File: src/rtl/pitaya_pkg.sv
// widths, region map, register offsets, bus address union and sample type
`default_nettype none

package pitaya_pkg;

  ////////////////////////////////////////
  // widths
  ////////////////////////////////////////
  localparam int adc_w    = 14;  // ADC and DAC sample width
  localparam int sum_w    = 15;  // sum before saturation
  localparam int bus_w    = 32;  // bus address and data
  localparam int region_w = 3;   // addr 22:20
  localparam int n_region = 8;
  localparam int off_w    = 20;  // offset inside a region
  localparam int led_w    = 8;
  localparam int kp_shift = 12;  // gain is Q1.12 style, shift after multiply

  // region numbers
  localparam logic [region_w-1:0] reg_hk  = 3'd0;  // housekeeping
  localparam logic [region_w-1:0] reg_gen = 3'd2;  // generator, DC level only
  localparam logic [region_w-1:0] reg_pid = 3'd3;  // controller, P term only

  // housekeeping offsets
  localparam logic [off_w-1:0] off_ctrl = 20'h0;  // bit 0 digital loopback
  localparam logic [off_w-1:0] off_led  = 20'h4;
  // per channel offsets, level and gain blocks
  localparam logic [off_w-1:0] off_ch_a = 20'h0;
  localparam logic [off_w-1:0] off_ch_b = 20'h4;

  ////////////////////////////////////////
  // types
  ////////////////////////////////////////
  typedef logic signed [adc_w-1:0] sample_t;  // two's complement sample

  // bus address, raw word or split into region and offset
  typedef union packed {
    logic [bus_w-1:0] raw;
    struct packed {
      logic [bus_w-region_w-off_w-1:0] upper;  // ignored by decoding
      logic [region_w-1:0]             region;
      logic [off_w-1:0]                offset;
    } fields;
  } sys_addr_u;

endpackage

`default_nettype wire
File: src/rtl/sys_bus_if.sv
// system bus interface, request side and reply side modports
`default_nettype none

interface sys_bus_if;
  pitaya_pkg::sys_addr_u          addr;   // held until ack
  logic [pitaya_pkg::bus_w-1:0]   wdata;  // full word writes only
  logic                           wen;    // one cycle strobe
  logic                           ren;    // one cycle strobe
  logic [pitaya_pkg::bus_w-1:0]   rdata;  // valid with ack
  logic                           ack;
  logic                           err;    // unknown offset

  // decoder side
  modport master (output addr, wdata, wen, ren, input rdata, ack, err);
  // register block side
  modport slave (input addr, wdata, wen, ren, output rdata, ack, err);

endinterface

`default_nettype wire

File: src/rtl/pitaya_core.sv
// fast analog core top level, bus decoder and sample path wiring
`default_nettype none

module pitaya_core (
  input  logic                         adc_clk,
  input  logic                         arst_n_i,
  input  logic [pitaya_pkg::adc_w-1:0] adc_dat_a_i,   // CH 1, neg slope
  input  logic [pitaya_pkg::adc_w-1:0] adc_dat_b_i,   // CH 2
  input  logic [pitaya_pkg::bus_w-1:0] sys_addr_i,
  input  logic [pitaya_pkg::bus_w-1:0] sys_wdata_i,
  input  logic                         sys_wen_i,
  input  logic                         sys_ren_i,
  output logic [pitaya_pkg::bus_w-1:0] sys_rdata_o,
  output logic                         sys_ack_o,
  output logic                         sys_err_o,
  output logic [pitaya_pkg::adc_w-1:0] dac_dat_a_o,   // CH 1, separate port
  output logic [pitaya_pkg::adc_w-1:0] dac_dat_b_o,
  output logic [pitaya_pkg::led_w-1:0] led_o
);

  pitaya_pkg::sample_t adc_a;   // converted or looped back
  pitaya_pkg::sample_t adc_b;
  pitaya_pkg::sample_t pid_a;   // P term
  pitaya_pkg::sample_t pid_b;
  pitaya_pkg::sample_t loop_a;  // saturated DAC sum
  pitaya_pkg::sample_t loop_b;
  logic                digital_loop;

  sys_bus_if hk_bus ();
  sys_bus_if gen_bus ();
  sys_bus_if pid_bus ();

  ////////////////////////////////////////
  // bus side
  ////////////////////////////////////////
  sys_bus_decoder sys_bus_decoder_inst (
    .adc_clk (adc_clk), .arst_n_i (arst_n_i),
    .sys_addr_i (sys_addr_i), .sys_wdata_i (sys_wdata_i),
    .sys_wen_i (sys_wen_i), .sys_ren_i (sys_ren_i),
    .sys_rdata_o (sys_rdata_o), .sys_ack_o (sys_ack_o), .sys_err_o (sys_err_o),
    .hk_bus (hk_bus.master), .gen_bus (gen_bus.master), .pid_bus (pid_bus.master)
  );

  hk_regs hk_regs_inst (
    .adc_clk (adc_clk), .arst_n_i (arst_n_i), .bus (hk_bus.slave),
    .led_o (led_o), .digital_loop_o (digital_loop)
  );

  ////////////////////////////////////////
  // sample path, ADC to DAC in 3 cycles
  ////////////////////////////////////////
  adc_frontend adc_frontend_inst (
    .adc_clk (adc_clk), .arst_n_i (arst_n_i),
    .adc_dat_a_i (adc_dat_a_i), .adc_dat_b_i (adc_dat_b_i),
    .digital_loop_i (digital_loop), .loop_a_i (loop_a), .loop_b_i (loop_b),
    .adc_a_o (adc_a), .adc_b_o (adc_b)
  );

  prop_feedback prop_feedback_inst (
    .adc_clk (adc_clk), .arst_n_i (arst_n_i), .bus (pid_bus.slave),
    .dat_a_i (adc_a), .dat_b_i (adc_b), .dat_a_o (pid_a), .dat_b_o (pid_b)
  );

  dac_backend dac_backend_inst (
    .adc_clk (adc_clk), .arst_n_i (arst_n_i), .bus (gen_bus.slave),
    .fb_a_i (pid_a), .fb_b_i (pid_b), .loop_a_o (loop_a), .loop_b_o (loop_b),
    .dac_dat_a_o (dac_dat_a_o), .dac_dat_b_o (dac_dat_b_o)
  );

endmodule

`default_nettype wire

File: src/rtl/dac_backend.sv
// per channel DC level, sum with feedback, saturation, DAC output register
`default_nettype none

module dac_backend (
  input  logic                         adc_clk,
  input  logic                         arst_n_i,
  sys_bus_if.slave                     bus,
  input  pitaya_pkg::sample_t          fb_a_i,
  input  pitaya_pkg::sample_t          fb_b_i,
  output pitaya_pkg::sample_t          loop_a_o,
  output pitaya_pkg::sample_t          loop_b_o,
  output logic [pitaya_pkg::adc_w-1:0] dac_dat_a_o,
  output logic [pitaya_pkg::adc_w-1:0] dac_dat_b_o
);

  localparam int w  = pitaya_pkg::adc_w;
  localparam int sw = pitaya_pkg::sum_w;

  pitaya_pkg::sample_t                 lvl     [2];  // DC level per channel
  logic signed [pitaya_pkg::bus_w-1:0] lvl_ext [2];
  pitaya_pkg::sample_t                 fb      [2];
  pitaya_pkg::sample_t                 sat     [2];  // also the loopback sample
  logic [w-1:0]                        dac_q   [2];  // offset binary, neg slope
  logic                                is_a;
  logic                                is_b;

  assign fb[0]       = fb_a_i;
  assign fb[1]       = fb_b_i;
  assign loop_a_o    = sat[0];
  assign loop_b_o    = sat[1];
  assign dac_dat_a_o = dac_q[0];
  assign dac_dat_b_o = dac_q[1];
  assign is_a        = bus.addr.fields.offset == pitaya_pkg::off_ch_a;
  assign is_b        = bus.addr.fields.offset == pitaya_pkg::off_ch_b;

  for (genvar ch = 0; ch < 2; ch++)
  begin : g_ch
    logic signed [sw-1:0] sum;
    assign lvl_ext[ch] = lvl[ch];
    assign sum         = lvl[ch] + fb[ch];
    // top two bits differ on overflow
    assign sat[ch] = (^sum[sw-1:sw-2]) ? {sum[sw-1], {(w-1){~sum[sw-1]}}} : sum[w-1:0];

    assert property (@(posedge adc_clk) disable iff (!arst_n_i)
      (sum >= -(2**(w-1)) && sum < 2**(w-1)) |-> sat[ch] == sum[w-1:0]);
  end

  always_ff @(posedge adc_clk or negedge arst_n_i)
  begin
    if (!arst_n_i)
    begin
      lvl       <= '{default: '0};
      dac_q     <= '{default: {1'b0, {(w-1){1'b1}}}};  // code for zero
      bus.ack   <= 1'b0;
      bus.err   <= 1'b0;
      bus.rdata <= '0;
    end
    else
    begin
      dac_q[0] <= {sat[0][w-1], ~sat[0][w-2:0]};
      dac_q[1] <= {sat[1][w-1], ~sat[1][w-2:0]};
      bus.ack  <= bus.wen | bus.ren;
      bus.err  <= (bus.wen | bus.ren) & ~(is_a | is_b);
      if (bus.wen && is_a)
        lvl[0] <= bus.wdata[w-1:0];
      if (bus.wen && is_b)
        lvl[1] <= bus.wdata[w-1:0];
      if (bus.ren)
        bus.rdata <= is_a ? lvl_ext[0] : (is_b ? lvl_ext[1] : '0);
    end
  end

endmodule

`default_nettype wire

File: src/rtl/prop_feedback.sv
// per channel gain registers and registered proportional feedback
`default_nettype none

module prop_feedback (
  input  logic                adc_clk,
  input  logic                arst_n_i,
  sys_bus_if.slave            bus,
  input  pitaya_pkg::sample_t dat_a_i,
  input  pitaya_pkg::sample_t dat_b_i,
  output pitaya_pkg::sample_t dat_a_o,
  output pitaya_pkg::sample_t dat_b_o
);

  localparam int w = pitaya_pkg::adc_w;

  pitaya_pkg::sample_t                 kp     [2];  // signed gain per channel
  logic signed [pitaya_pkg::bus_w-1:0] kp_ext [2];  // sign extended for reads
  pitaya_pkg::sample_t                 din    [2];
  pitaya_pkg::sample_t                 sat    [2];
  pitaya_pkg::sample_t                 dout   [2];
  logic                                is_a;
  logic                                is_b;

  assign din[0]  = dat_a_i;
  assign din[1]  = dat_b_i;
  assign dat_a_o = dout[0];
  assign dat_b_o = dout[1];
  assign is_a    = bus.addr.fields.offset == pitaya_pkg::off_ch_a;
  assign is_b    = bus.addr.fields.offset == pitaya_pkg::off_ch_b;

  ////////////////////////////////////////
  // P term per channel
  ////////////////////////////////////////
  for (genvar ch = 0; ch < 2; ch++)
  begin : g_ch
    logic signed [2*w-1:0] prod;     // full product
    logic signed [2*w-1:0] prod_sh;  // after arithmetic shift
    logic                  in_rng;

    assign kp_ext[ch] = kp[ch];
    assign prod       = din[ch] * kp[ch];
    assign prod_sh    = prod >>> pitaya_pkg::kp_shift;
    // fits when all bits above the sample msb copy it
    assign in_rng     = &prod_sh[2*w-1:w-1] | ~|prod_sh[2*w-1:w-1];
    assign sat[ch]    = in_rng ? prod_sh[w-1:0] : {prod_sh[2*w-1], {(w-1){~prod_sh[2*w-1]}}};

    // same gain, same input gives same output one cycle on
    assert property (@(posedge adc_clk) disable iff (!arst_n_i)
      $past(arst_n_i) && $stable(din[ch]) && $stable(kp[ch]) |=> $stable(dout[ch]));
  end

  always_ff @(posedge adc_clk or negedge arst_n_i)
  begin
    if (!arst_n_i)
    begin
      kp        <= '{default: '0};
      dout      <= '{default: '0};
      bus.ack   <= 1'b0;
      bus.err   <= 1'b0;
      bus.rdata <= '0;
    end
    else
    begin
      dout    <= sat;  // 1 cycle sample to output
      bus.ack <= bus.wen | bus.ren;
      bus.err <= (bus.wen | bus.ren) & ~(is_a | is_b);
      if (bus.wen && is_a)
        kp[0] <= bus.wdata[w-1:0];
      if (bus.wen && is_b)
        kp[1] <= bus.wdata[w-1:0];
      if (bus.ren)
        bus.rdata <= is_a ? kp_ext[0] : (is_b ? kp_ext[1] : '0);
    end
  end

endmodule

`default_nettype wire

File: src/rtl/adc_frontend.sv
// ADC input registers, negative slope conversion, loopback select
`default_nettype none

module adc_frontend (
  input  logic                         adc_clk,
  input  logic                         arst_n_i,
  input  logic [pitaya_pkg::adc_w-1:0] adc_dat_a_i,
  input  logic [pitaya_pkg::adc_w-1:0] adc_dat_b_i,
  input  logic                         digital_loop_i,
  input  pitaya_pkg::sample_t          loop_a_i,
  input  pitaya_pkg::sample_t          loop_b_i,
  output pitaya_pkg::sample_t          adc_a_o,
  output pitaya_pkg::sample_t          adc_b_o
);

  localparam int w = pitaya_pkg::adc_w;

  logic [w-1:0] adc_dat_a;  // pin register, ideally in the IO block
  logic [w-1:0] adc_dat_b;

  always_ff @(posedge adc_clk or negedge arst_n_i)
  begin
    if (!arst_n_i)
    begin
      adc_dat_a <= '0;
      adc_dat_b <= '0;
    end
    else
    begin
      adc_dat_a <= adc_dat_a_i;
      adc_dat_b <= adc_dat_b_i;
    end
  end

  // keep msb, invert the rest, loopback bypasses the pins
  assign adc_a_o = digital_loop_i ? loop_a_i : {adc_dat_a[w-1], ~adc_dat_a[w-2:0]};
  assign adc_b_o = digital_loop_i ? loop_b_i : {adc_dat_b[w-1], ~adc_dat_b[w-2:0]};

endmodule

`default_nettype wire

File: src/rtl/hk_regs.sv
// housekeeping registers, LED word and digital loopback control
`default_nettype none

module hk_regs (
  input  logic                         adc_clk,
  input  logic                         arst_n_i,
  sys_bus_if.slave                     bus,
  output logic [pitaya_pkg::led_w-1:0] led_o,
  output logic                         digital_loop_o
);

  logic [pitaya_pkg::led_w-1:0] led_q;
  logic                         loop_q;   // ctrl bit 0
  logic                         is_ctrl;
  logic                         is_led;
  logic                         access;   // any strobe this cycle

  assign is_ctrl = bus.addr.fields.offset == pitaya_pkg::off_ctrl;
  assign is_led  = bus.addr.fields.offset == pitaya_pkg::off_led;
  assign access  = bus.wen | bus.ren;

  ////////////////////////////////////////
  // register file and bus reply
  ////////////////////////////////////////
  always_ff @(posedge adc_clk or negedge arst_n_i)
  begin
    if (!arst_n_i)
    begin
      led_q     <= '0;  // LEDs off
      loop_q    <= 1'b0;
      bus.ack   <= 1'b0;
      bus.err   <= 1'b0;
      bus.rdata <= '0;
    end
    else
    begin
      bus.ack <= access;                          // one cycle late
      bus.err <= access & ~(is_ctrl | is_led);    // unknown offset
      if (bus.wen && is_ctrl)
        loop_q <= bus.wdata[0];
      if (bus.wen && is_led)
        led_q <= bus.wdata[pitaya_pkg::led_w-1:0];
      if (bus.ren)
      begin
        if (is_ctrl)
          bus.rdata <= {{(pitaya_pkg::bus_w-1){1'b0}}, loop_q};
        else if (is_led)
          bus.rdata <= {{(pitaya_pkg::bus_w-pitaya_pkg::led_w){1'b0}}, led_q};
        else
          bus.rdata <= '0;
      end
    end
  end

  assign led_o          = led_q;
  assign digital_loop_o = loop_q;

endmodule

`default_nettype wire

File: src/rtl/sys_bus_decoder.sv
// system bus region decoder, strobe routing and reply multiplexer
`default_nettype none

module sys_bus_decoder (
  input  logic                         adc_clk,
  input  logic                         arst_n_i,
  input  pitaya_pkg::sys_addr_u        sys_addr_i,
  input  logic [pitaya_pkg::bus_w-1:0] sys_wdata_i,
  input  logic                         sys_wen_i,
  input  logic                         sys_ren_i,
  output logic [pitaya_pkg::bus_w-1:0] sys_rdata_o,
  output logic                         sys_ack_o,
  output logic                         sys_err_o,
  sys_bus_if.master                    hk_bus,
  sys_bus_if.master                    gen_bus,
  sys_bus_if.master                    pid_bus
);

  logic [pitaya_pkg::n_region-1:0] sys_cs;  // one hot region select

  assign sys_cs = {{(pitaya_pkg::n_region-1){1'b0}}, 1'b1} << sys_addr_i.fields.region;

  ////////////////////////////////////////
  // request fan out
  ////////////////////////////////////////
  assign hk_bus.addr   = sys_addr_i;
  assign hk_bus.wdata  = sys_wdata_i;
  assign hk_bus.wen    = sys_wen_i & sys_cs[pitaya_pkg::reg_hk];
  assign hk_bus.ren    = sys_ren_i & sys_cs[pitaya_pkg::reg_hk];
  assign gen_bus.addr  = sys_addr_i;
  assign gen_bus.wdata = sys_wdata_i;
  assign gen_bus.wen   = sys_wen_i & sys_cs[pitaya_pkg::reg_gen];
  assign gen_bus.ren   = sys_ren_i & sys_cs[pitaya_pkg::reg_gen];
  assign pid_bus.addr  = sys_addr_i;
  assign pid_bus.wdata = sys_wdata_i;
  assign pid_bus.wen   = sys_wen_i & sys_cs[pitaya_pkg::reg_pid];
  assign pid_bus.ren   = sys_ren_i & sys_cs[pitaya_pkg::reg_pid];

  // reply mux, unmapped regions answer at once with zero
  always_comb
  begin
    unique case (sys_addr_i.fields.region)
      pitaya_pkg::reg_hk:
      begin
        sys_rdata_o = hk_bus.rdata;
        sys_ack_o   = hk_bus.ack;
        sys_err_o   = hk_bus.err;
      end
      pitaya_pkg::reg_gen:
      begin
        sys_rdata_o = gen_bus.rdata;
        sys_ack_o   = gen_bus.ack;
        sys_err_o   = gen_bus.err;
      end
      pitaya_pkg::reg_pid:
      begin
        sys_rdata_o = pid_bus.rdata;
        sys_ack_o   = pid_bus.ack;
        sys_err_o   = pid_bus.err;
      end
      default:
      begin
        sys_rdata_o = '0;
        sys_ack_o   = sys_wen_i | sys_ren_i;  // tie off, same cycle
        sys_err_o   = 1'b0;
      end
    endcase
  end

  // master never reads and writes in one cycle
  assert property (@(posedge adc_clk) disable iff (!arst_n_i) !(sys_wen_i && sys_ren_i));

endmodule

`default_nettype wire

File: config.mk
export PLATFORM = sky130hd
export DESIGN_NAME = pitaya_core
export DESIGN_NICKNAME = d
export VERILOG_FILES = /design/src/rtl/pitaya_pkg.sv /design/src/rtl/sys_bus_if.sv /design/src/rtl/pitaya_core.sv /design/src/rtl/dac_backend.sv /design/src/rtl/prop_feedback.sv /design/src/rtl/adc_frontend.sv /design/src/rtl/hk_regs.sv /design/src/rtl/sys_bus_decoder.sv
export SDC_FILE = /design/constraint.sdc
export NUM_CORES = 1
export LEC_CHECK = 0
export BUFFER_PORTS_ARGS = -buffer_cell sky130_fd_sc_hd__buf_2
export CAP_MARGIN = 20
export CORE_MARGIN = 2
export CORE_UTILIZATION = 35
export CTS_BUF_LIST = sky130_fd_sc_hd__clkbuf_4
export DETAILED_ROUTE_END_ITERATION = 8
export GPL_ROUTABILITY_DRIVEN = 0
export SYNTH_ARGS = -nofsm -noshare
export SYNTH_HDL_FRONTEND = slang
export SYNTH_SLANG_ARGS = --single-unit
File: constraint.sdc
create_clock -name adc_clk -period 11.2 [get_ports adc_clk]
set_input_delay 0.56 -clock adc_clk [delete_from_list [all_inputs] [get_ports adc_clk]]
set_output_delay 0.56 -clock adc_clk [all_outputs]
set_load 0.02 [all_outputs]
**Word-level counts from Yosys, hierarchy flattened**

Cells that the tools add are included.

- Bits in registers: 251
- Bits of input ports: 96
- Output and inout bits: 70
- Word-level logic and storage cells: 85

- Add/subtract/negate cells: 2
- $mul: 2
- Equal/unequal tests: 3
- Shift-type cells: 1
- Muxes and demuxes: 15
- Bitwise gates (word level): 25
- Reductions and logical operators: 16

Operators with widths:

| kind | number |
|---|---|
| $mux 32 | 5 |
| $pmux 32 s3 | 1 |
| $mux 14 | 6 |
| $mul 14x14->28 | 2 |
| $not 13->13 | 4 |
| $add 14x14->15 | 2 |
| $eq 20x3->1 const B | 1 |
| $logic_not 20->1 | 1 |
| $and 1x1->1 | 9 |
| $mux 8 | 1 |
| $or 1x1->1 | 7 |
| $eq 3x2->1 const B | 2 |
| $logic_and 1x1->1 | 6 |
| $pmux 1 s3 | 2 |
| $reduce_and 3->1 | 2 |
| $reduce_or 3->1 | 2 |
| $not 1->1 | 5 |
| $reduce_xor 2->1 | 2 |
| $shl 1x3->4 const A | 1 |
| $logic_not 3->1 | 1 |
| $logic_not 1->1 | 2 |

**Logic depth before layout (Yosys ltp)**

Gate-level depths: netlist of run 1.

- Depth after elaboration: 9
- Mapped depth: 39
- Depth with buffers taken out: 36

**Hierarchy**

From an unflattened synthesis of run 1, not the netlist that was laid out.

- Cell total of the unflattened synthesis: 2,840
- Area total of the unflattened synthesis: 26,845.7 um2

Modules (own cells, without submodules):

| module | times used | cells each | area each (um2) | seq. area each (um2) |
|---|---|---|---|---|
| prop_feedback | 1 | 1,882 | 17,817.1 | 1,801.7 |
| dac_backend | 1 | 458 | 4,516.8 | 1,834.3 |
| sys_bus_decoder | 1 | 325 | 2,418.6 | 0.0 |
| adc_frontend | 1 | 88 | 1,101.1 | 700.7 |
| hk_regs | 1 | 87 | 992.2 | 475.5 |

**Least setup slack after synthesis of run 1**

Ideal clock, no wire load.

- Path type: reg2reg
- Start: register dac_backend_inst.lvl[14] (netlist name)
- End: register prop_feedback_inst.dout, in the netlist prop_feedback_inst.dat_a_o[10]
- Library setup time: 64 ps
- Arrival: 8,722 ps
- Required time: 11,136 ps
- Setup slack: 2,413 ps
- Stages on the path, launching flop included: 38
- Path buffers: 3
- Period minus slack after synthesis: 8,787 ps
- Cells stage by stage: dfrtp_1 -> ha_1 -> fa_1 -> a21o_1 -> a21oi_1 -> o21a_1 -> or3_1 -> a21boi_0 -> inv_1 -> nor2_1 -> clkbuf_1 -> nor2_1 -> mux2i_1 -> clkbuf_1 -> and2_1 -> fa_1 -> inv_1 -> fa_1 -> (+2 left out) -> fa_1 -> fa_1 -> inv_1 -> fa_1 -> inv_1 -> ha_1 -> a21oi_1 -> o21ai_0 -> a21o_1 -> a21oi_1 -> o21ai_0 -> a31o_2 -> a21oi_1 -> o211a_1 -> mux2_2 -> a221oi_2 -> buf_2 -> a21o_1

RTL lines:

| element | line | text |
|---|---|---|
| from (decl) | dac_backend.sv:19 | `pitaya_pkg::sample_t lvl [2];` |
| to (signal assigned) | prop_feedback.sv:64 | `dout <= sat;` |
| to (decl) | prop_feedback.sv:20 | `pitaya_pkg::sample_t dout [2];` |

==> impl_metrics.csv, run 1 <==
group,metric,value,unit
floorplan,start_util,35.5,%
cells_and_area,finalInstanceArea,26100,sq um
sta,tns,0,ps
cts,clock_sinks,191,
worst_setup_path,endpoint_kind,"flip-flop",
sta,hold_viol,0,
run_status,status,"finished, final reports clean",
synthesis,synth_xor_xnor_area_share,2.74,%
cells_and_area,drive_gt1_share,12.5,%
placed_design,portBuffers,138,
power,total_power,2690,uW
power,vdd_drop_max,0.0000626,V
worst_setup_path,critPathArrivalTime,10940,ps
hold_path,hp-class,"in2async",
synthesis,async_flop_share,100,%
synthesis,synth_top_family_by_area,"adder cells",
synthesis,synth_nets,3068,
synthesis,ys_warn_count,0,
floorplan,boundaryPins,166,
floorplan,die_w,266,um
grt,grt_overflow_total,0,
worst_setup_path,crit_type,"reg2reg",
cts,cts-htree-levels,4,
routing,remaining_drc_errors,0,
cts,cts_buffers,17,
worst_setup_path,startpoint_type,"flip-flop",
sta,slew_viol_final,0,
routing,wl,62200,um
grt,grt_pass1_wl,102000,um
synthesis,yosysUniqueCellTypes,76,
floorplan,fp.dieArea,70600,sq um
grt,grt_max_degree,125,
worst_setup_path,slowest_stage,"mux2i_2",
cts,cts_resized,0,
cells_and_area,area_growth,8.80,%
synthesis,postSynthAreaPerCell,9.89,sq um
grt,antenna_found_initial,7,
floorplan,core-area,67500,sq um
routing,drt-initial-drc-count,1218,
sta,finalCritPeriodShare,92.9,%
routing,drtAntennaViolNets,0,
cts,clock_path_buffers,2,
cts,cts_tree,"done",
worst_setup_path,reg2regPathDepth,30,
synthesis,synth_edf_count,0,
placed_design,hpwlAfterDp,49800,um
worst_setup_path,cp_max_fo,14,
synthesis,ys.flop_type,"dfrtp_1",
synthesis,synth-seq-cells,191,
grt,grt_pass1_vias,18700,
job,maxCapViolations,0,
sta,finalClockSkew,21.2,ps
grt,grt_usage,18.5,%
worst_setup_path,path_common_cell,"fa_1",
cells_and_area,nNetsFinal,3179,
synthesis,synth.cell_area,24000,sq um
synthesis,synth-compound-area-share,9.25,%
synthesis,synth_mux_area_share,5.55,%
routing,wire_per_inst,18.2,um
worst_setup_path,required,11740,ps
power,power_density,103,nW/um^2
sta,max_freq,0.0961,GHz
synthesis,synthAdderAreaFrac,40.7,%
routing,viasPerCell,5.05,
routing,vias,17300,
synthesis,yosysSeqAreaShare,20.1,%
synthesis,netlist_instances,2426,
worst_setup_path,ff2ff_setup_slack,790,ps
synthesis,synth.area.top_cells,"fa_1 33%, dfrtp_1 17%, ha_1 8.1%",
floorplan,die_h,266,um
sta,rsz0062_at_grt,"false",
floorplan,num_rows,95,
sta,relSlewSlack,24.5,%
synthesis,yosys.area_share.simple,12.7,%
cts,clockRootBuffer,"clkbuf_4",
worst_setup_path,critPathMaxStageDelay,940,ps
sta,finalSetupViolations,0,
power,leakage,0.0136,uW
cts,clk_pin_slew,160,ps
placed_design,postPlaceCellArea,25600,sq um
routing,drt_first_pass_iters,5,
sta,min_period,10410,ps
sta,worstMarginPinSlew,1130,ps
cts,clk_latency,660,ps
synthesis,synth_top_cell_area_share,32.6,%
synthesis,synth_top_area_cell,"fa_1",
==> synth_stat cells (all sizes together), types with 15 or more instances <==
cell type  instances
o31ai             36
buf               25
mux2i             62
inv              446
nor2              80
fa               390
and2             207
xor2              20
nand2            232
o21ai             52
dfrtp            165
nand3             22
mux2              63
nand2b            16
ha               156
a21oi             84
a21o              62
xnor2             55
clkbuf            84
dfstp             26
nor3              15
==> worst paths after layout <==
path                                                   end                             from
setup / recovery            prop_feedback_inst.dat_b_o[11]         dac_backend_inst.lvl[11]
hold / removal                       hk_regs_inst.led_o[0]                         arst_n_i
setup reg to reg            prop_feedback_inst.dat_b_o[11]         dac_backend_inst.lvl[11]
hold reg to reg            prop_feedback_inst.bus.rdata[7]  prop_feedback_inst.bus.rdata[7]
max in group asynchronous   adc_frontend_inst.adc_dat_b[7]                         arst_n_i
min in group adc_clk       adc_frontend_inst.adc_dat_b[12]                  adc_dat_b_i[12]
==> layer usage <==
metal,share of wire (%),GRT usage [%],up-vias
met5,0.055,0,-
li1,-,-,7829
met4,4.0,7.30,6
met2,46,29.7,502
met3,5.6,2.70,110
met1,44,25.3,8849
==> worst max-delay path: cells and delay by family, from the launching register on <==
family	cells	cell delay [ps]
AO/OA/AOI/OAI	14	4360
adder cells (fa/ha/maj)	8	3670
multiplexers	1	940
AND/OR/NAND/NOR	4	710
flip-flops	1	450
buffers and inverters	3	140
==> what timing repair did <==
action,4_1_cts,5_1_grt
hold buffers,24,0
buffers inserted,0,0
hold endpoints to repair,24,0
==> kinds of logic (layout without fill, tap and decap cells) <==
| group | count (synthesis) | in the layout |
|---|---|---|
| AOI/OAI and AO/OA | 321 | 321 |
| DFF | 191 | 191 |
| and+or+nand+nor | 612 | 612 |
| xor gates and xnor gates | 75 | 75 |
| other | 0 | 2 |
| buffers and inverters | 556 | 680 |
| adders and majority gates | 546 | 546 |
| muxes | 125 | 125 |
==> stage by stage <==
| step | instances | hold slack [ps] | worst slack (ps) | utilization [%] |
|---|---|---|---|---|
| global placement | 3364 | 461 | 1160 | 37.9 |
| finish | 3425 | 51.6 | 794 | 38.6 |
| global route | 3425 | 1.84 | 232 | 38.6 |
| detailed placement | 3366 | 466 | 923 | 37.9 |
| CTS | 3422 | 1.44 | 853 | 38.6 |
| floorplan | 2426 | 264 | 2410 | - |
==> flip-flops by register name (all words and copies together), names as in the netlist, 8 cells and up <==
name,count
dac_backend_inst.lvl,28
prop_feedback_inst.kp,28
adc_frontend_inst.adc_dat_a,14
adc_frontend_inst.adc_dat_b,14
dac_backend_inst.bus.rdata,14
dac_backend_inst.dac_dat_a_o,14
dac_backend_inst.dac_dat_b_o,14
prop_feedback_inst.bus.rdata,14
prop_feedback_inst.dat_a_o,14
prop_feedback_inst.dat_b_o,14
hk_regs_inst.bus.rdata,8
hk_regs_inst.led_o,8
==> where the power goes <==
| group | switching (uW) | total (uW) | leakage, uW | internal, uW |
|---|---|---|---|---|
| Combinational | 955 | 1470 | 0.0110 | 516 |
| Sequential | 28.9 | 834 | 0.00244 | 806 |
| Clock | 273 | 387 | 0.000143 | 114 |
==> cell type report <==
type / count / area (sq um)
inverters: 447 / 1680
clock buffers: 17 / 128
multi-input cells: 1679 / 17000
flip-flops and latches: 191 / 4810
well taps: 873 / 1090
diodes: 2 / 5.00
clock inverters: 15 / 134
repair buffers: 201 / 1230
fillers: 6693 / 41400
==> layout by cell type (no fill, tap or decap), types with 16 or more instances in the layout <==
master / synthesis / final
inv_1: 446 / 446
fa_1: 390 / 390
nand2_1: 232 / 232
and2_1: 207 / 207
dfrtp_1: 165 / 164
ha_1: 156 / 156
buf_2: 1 / 137
a21oi_1: 83 / 83
nor2_1: 80 / 80
mux2_2: 63 / 63
a21o_1: 62 / 62
mux2i_1: 62 / 59
xnor2_1: 55 / 55
o21ai_0: 49 / 49
buf_4: 18 / 39
o31ai_1: 35 / 35
dfstp_2: 26 / 26
dlygate4sd3_1: 0 / 24
nand3_1: 21 / 21
xor2_1: 20 / 20
clkbuf_4: 0 / 17
nand2b_1: 16 / 16
Note: power is estimated with default switching activity, not from simulation.
==> run 2, diff against run 1 <==
--- a/config.mk
+++ b/config.mk
@@ -12,6 +12,7 @@
 export CTS_BUF_LIST = sky130_fd_sc_hd__clkbuf_4
 export DETAILED_ROUTE_END_ITERATION = 8
 export GPL_ROUTABILITY_DRIVEN = 0
+export REMOVE_ABC_BUFFERS = 1
 export SYNTH_ARGS = -nofsm -noshare
 export SYNTH_HDL_FRONTEND = slang
 export SYNTH_SLANG_ARGS = --single-unit
==> impl_metrics.csv, run 2 (synthesis results as in run 1) <==
group,metric,value,unit
routing,viasPerCell,5.01,
cells_and_area,final_util,38.8,%
power,vdd_drop_max,0.0000753,V
cts,cts_resized,0,
cells_and_area,top_regs,"dac_backend_inst.lvl (28), prop_feedback_inst.kp (28)",
grt,grt_overflow_total,0,
grt,grt_pass1_wl,98800,um
sta,finalSetupViolations,0,
worst_setup_path,timing.rr.end,"prop_feedback_inst.dat_b_o[11]",
worst_setup_path,critPathArrivalTime,10670,ps
cells_and_area,final_common_cell,"inv_1",
cells_and_area,final_cell_mix,"446 x inv_1, 390 x fa_1, 232 x nand2_1",
grt,grt_pass1_vias,18400,
worst_setup_path,crit_type,"reg2reg",
floorplan,boundaryPins,166,
floorplan,start_util,35.5,%
worst_setup_path,reg2regPathDepth,30,
placed_design,portBuffers,138,
floorplan,die_w,266,um
sta,worstMarginPinSlew,1080,ps
cts,clock_sinks,191,
cts,cts-htree-levels,4,
worst_setup_path,startpoint_type,"flip-flop",
sta,slew_viol_final,0,
worst_setup_path,path_buf_inv,3,
hold_path,min-delay-start,"sys_wdata_i[13]",
sta,rsz0062_at_grt,"false",
worst_setup_path,cpLargestDelayFamily,"compound AO/OA/AOI/OAI gates",
sta,tns,0,ps
floorplan,num_rows,95,
cts,clk_latency,710,ps
worst_setup_path,rr_startpoint,"dac_backend_inst.lvl[12]",
worst_setup_path,path_common_cell,"fa_1",
hold_path,hp-class,"in2reg",
routing,drt_first_pass_iters,4,
grt,grt_usage,17.8,%
floorplan,fp.dieArea,70600,sq um
cts,clk_pin_slew,150,ps
cells_and_area,nNetsFinal,3185,
grt,grt_max_degree,79,
power,power_density,101,nW/um^2
sta,finalCritPeriodShare,89.8,%
power,leakage,0.0136,uW
cts,cts_buffers,17,
worst_setup_path,required,11810,ps
floorplan,core-area,67500,sq um
worst_setup_path,critPathMaxStageDelay,820,ps
floorplan,die_h,266,um
sta,min_period,10060,ps
job,maxCapViolations,0,
routing,wire_per_inst,17.3,um
sta,relSlewSlack,27.6,%
cts,clock_path_buffers,2,
routing,drtAntennaViolNets,0,
cts,clockRootBuffer,"clkbuf_4",
sta,hold_viol,0,
hold_path,holdPathEnd,"prop_feedback_inst.kp[27]",
cells_and_area,area_growth,9.22,%
cts,cts_tree,"done",
sta,finalClockSkew,24.3,ps
hold_path,min_delay_path_depth,3,
cells_and_area,drive_gt1_share,12.6,%
grt,antenna_found_initial,10,
routing,drt-initial-drc-count,909,
worst_setup_path,endpoint_kind,"flip-flop",
placed_design,hpwlAfterDp,48600,um
worst_setup_path,slowest_stage,"mux2i_2",
cts,cts_setup_buffers,0,
routing,wl,59500,um
run_status,status,"finished, final reports clean",
worst_setup_path,cp_max_fo,14,
routing,vias,17200,
routing,remaining_drc_errors,0,
sta,max_freq,0.0994,GHz
worst_setup_path,ff2ff_setup_slack,1140,ps
-- run 2: timing repair --
item,CTS,global route
setup endpoints to repair,0,0
hold buffers,30,0
hold endpoints to repair,93,0
-- run 2: cell type report --
type / count / area, sq um
Clock buffer: 19 / 143
Multi-Input combinational cell: 1679 / 17000
Sequential cell: 191 / 4810
Fill cell: 6713 / 41300
Tap cell: 873 / 1090
Inverter: 447 / 1680
Antenna cell: 4 / 10.0
Clock inverter: 13 / 154
Timing Repair Buffer: 207 / 1290
-- run 2: worst max path at each step --
| stage | endpoint | startpoint | depth (start not counted) | slack (ps) |
|---|---|---|---|---|
| 2_1_floorplan | prop_feedback_inst.dat_a_o[0] | dac_backend_inst.lvl[14] | 34 | 2210 |
| 3_3_place_gp | prop_feedback_inst.dat_b_o[11] | dac_backend_inst.lvl[12] | 30 | 1330 |
| 3_5_place_dp | prop_feedback_inst.dat_b_o[11] | dac_backend_inst.lvl[12] | 30 | 1160 |
| 4_1_cts | prop_feedback_inst.dat_b_o[11] | dac_backend_inst.lvl[12] | 30 | 1100 |
| 5_1_grt | prop_feedback_inst.dat_b_o[11] | dac_backend_inst.lvl[12] | 30 | 350 |
| 6_report | prop_feedback_inst.dat_b_o[11] | dac_backend_inst.lvl[12] | 30 | 1140 |
-- run 2: report_power, final --
group | switching (uW) | internal (uW) | leakage, uW | total (uW)
clock network | 264 | 142 | 0.000148 | 406
registers | 28.9 | 805 | 0.00244 | 834
logic | 903 | 515 | 0.0111 | 1420
-- run 2: routing by layer --
| layer | part of all wire, % | wire, um | GRT usage [%] | vias up |
|---|---|---|---|---|
| met2 | 47 | 27700 | 28.9 | 434 |
| met1 | 45 | 26900 | 24.4 | 8835 |
| met5 | 0.072 | 43 | 0 | - |
| met3 | 5.7 | 3400 | 3.37 | 67 |
| li1 | - | - | - | 7851 |
| met4 | 2.5 | 1460 | 5.09 | 8 |
-- run 2: worst min-delay path: stages --
cell	delay (ps)
buf_2	130
nand2_1	50
o21ai_0	60
-- run 2: metrics by stage --
step | hold slack (ps) | std cells | worst slack (ps) | power (uW) | area [sq um]
2_1_floorplan | 264 | 2317 | 2210 | 1760 | 23500
3_3_place_gp | 462 | 3366 | 1330 | 2230 | 25600
3_5_place_dp | 468 | 3366 | 1160 | 2260 | 25600
4_1_cts | 0.441 | 3428 | 1100 | 2690 | 26200
5_1_grt | 51.1 | 3433 | 353 | 2870 | 26200
6_report | 121 | 3433 | 1140 | 2660 | 26200
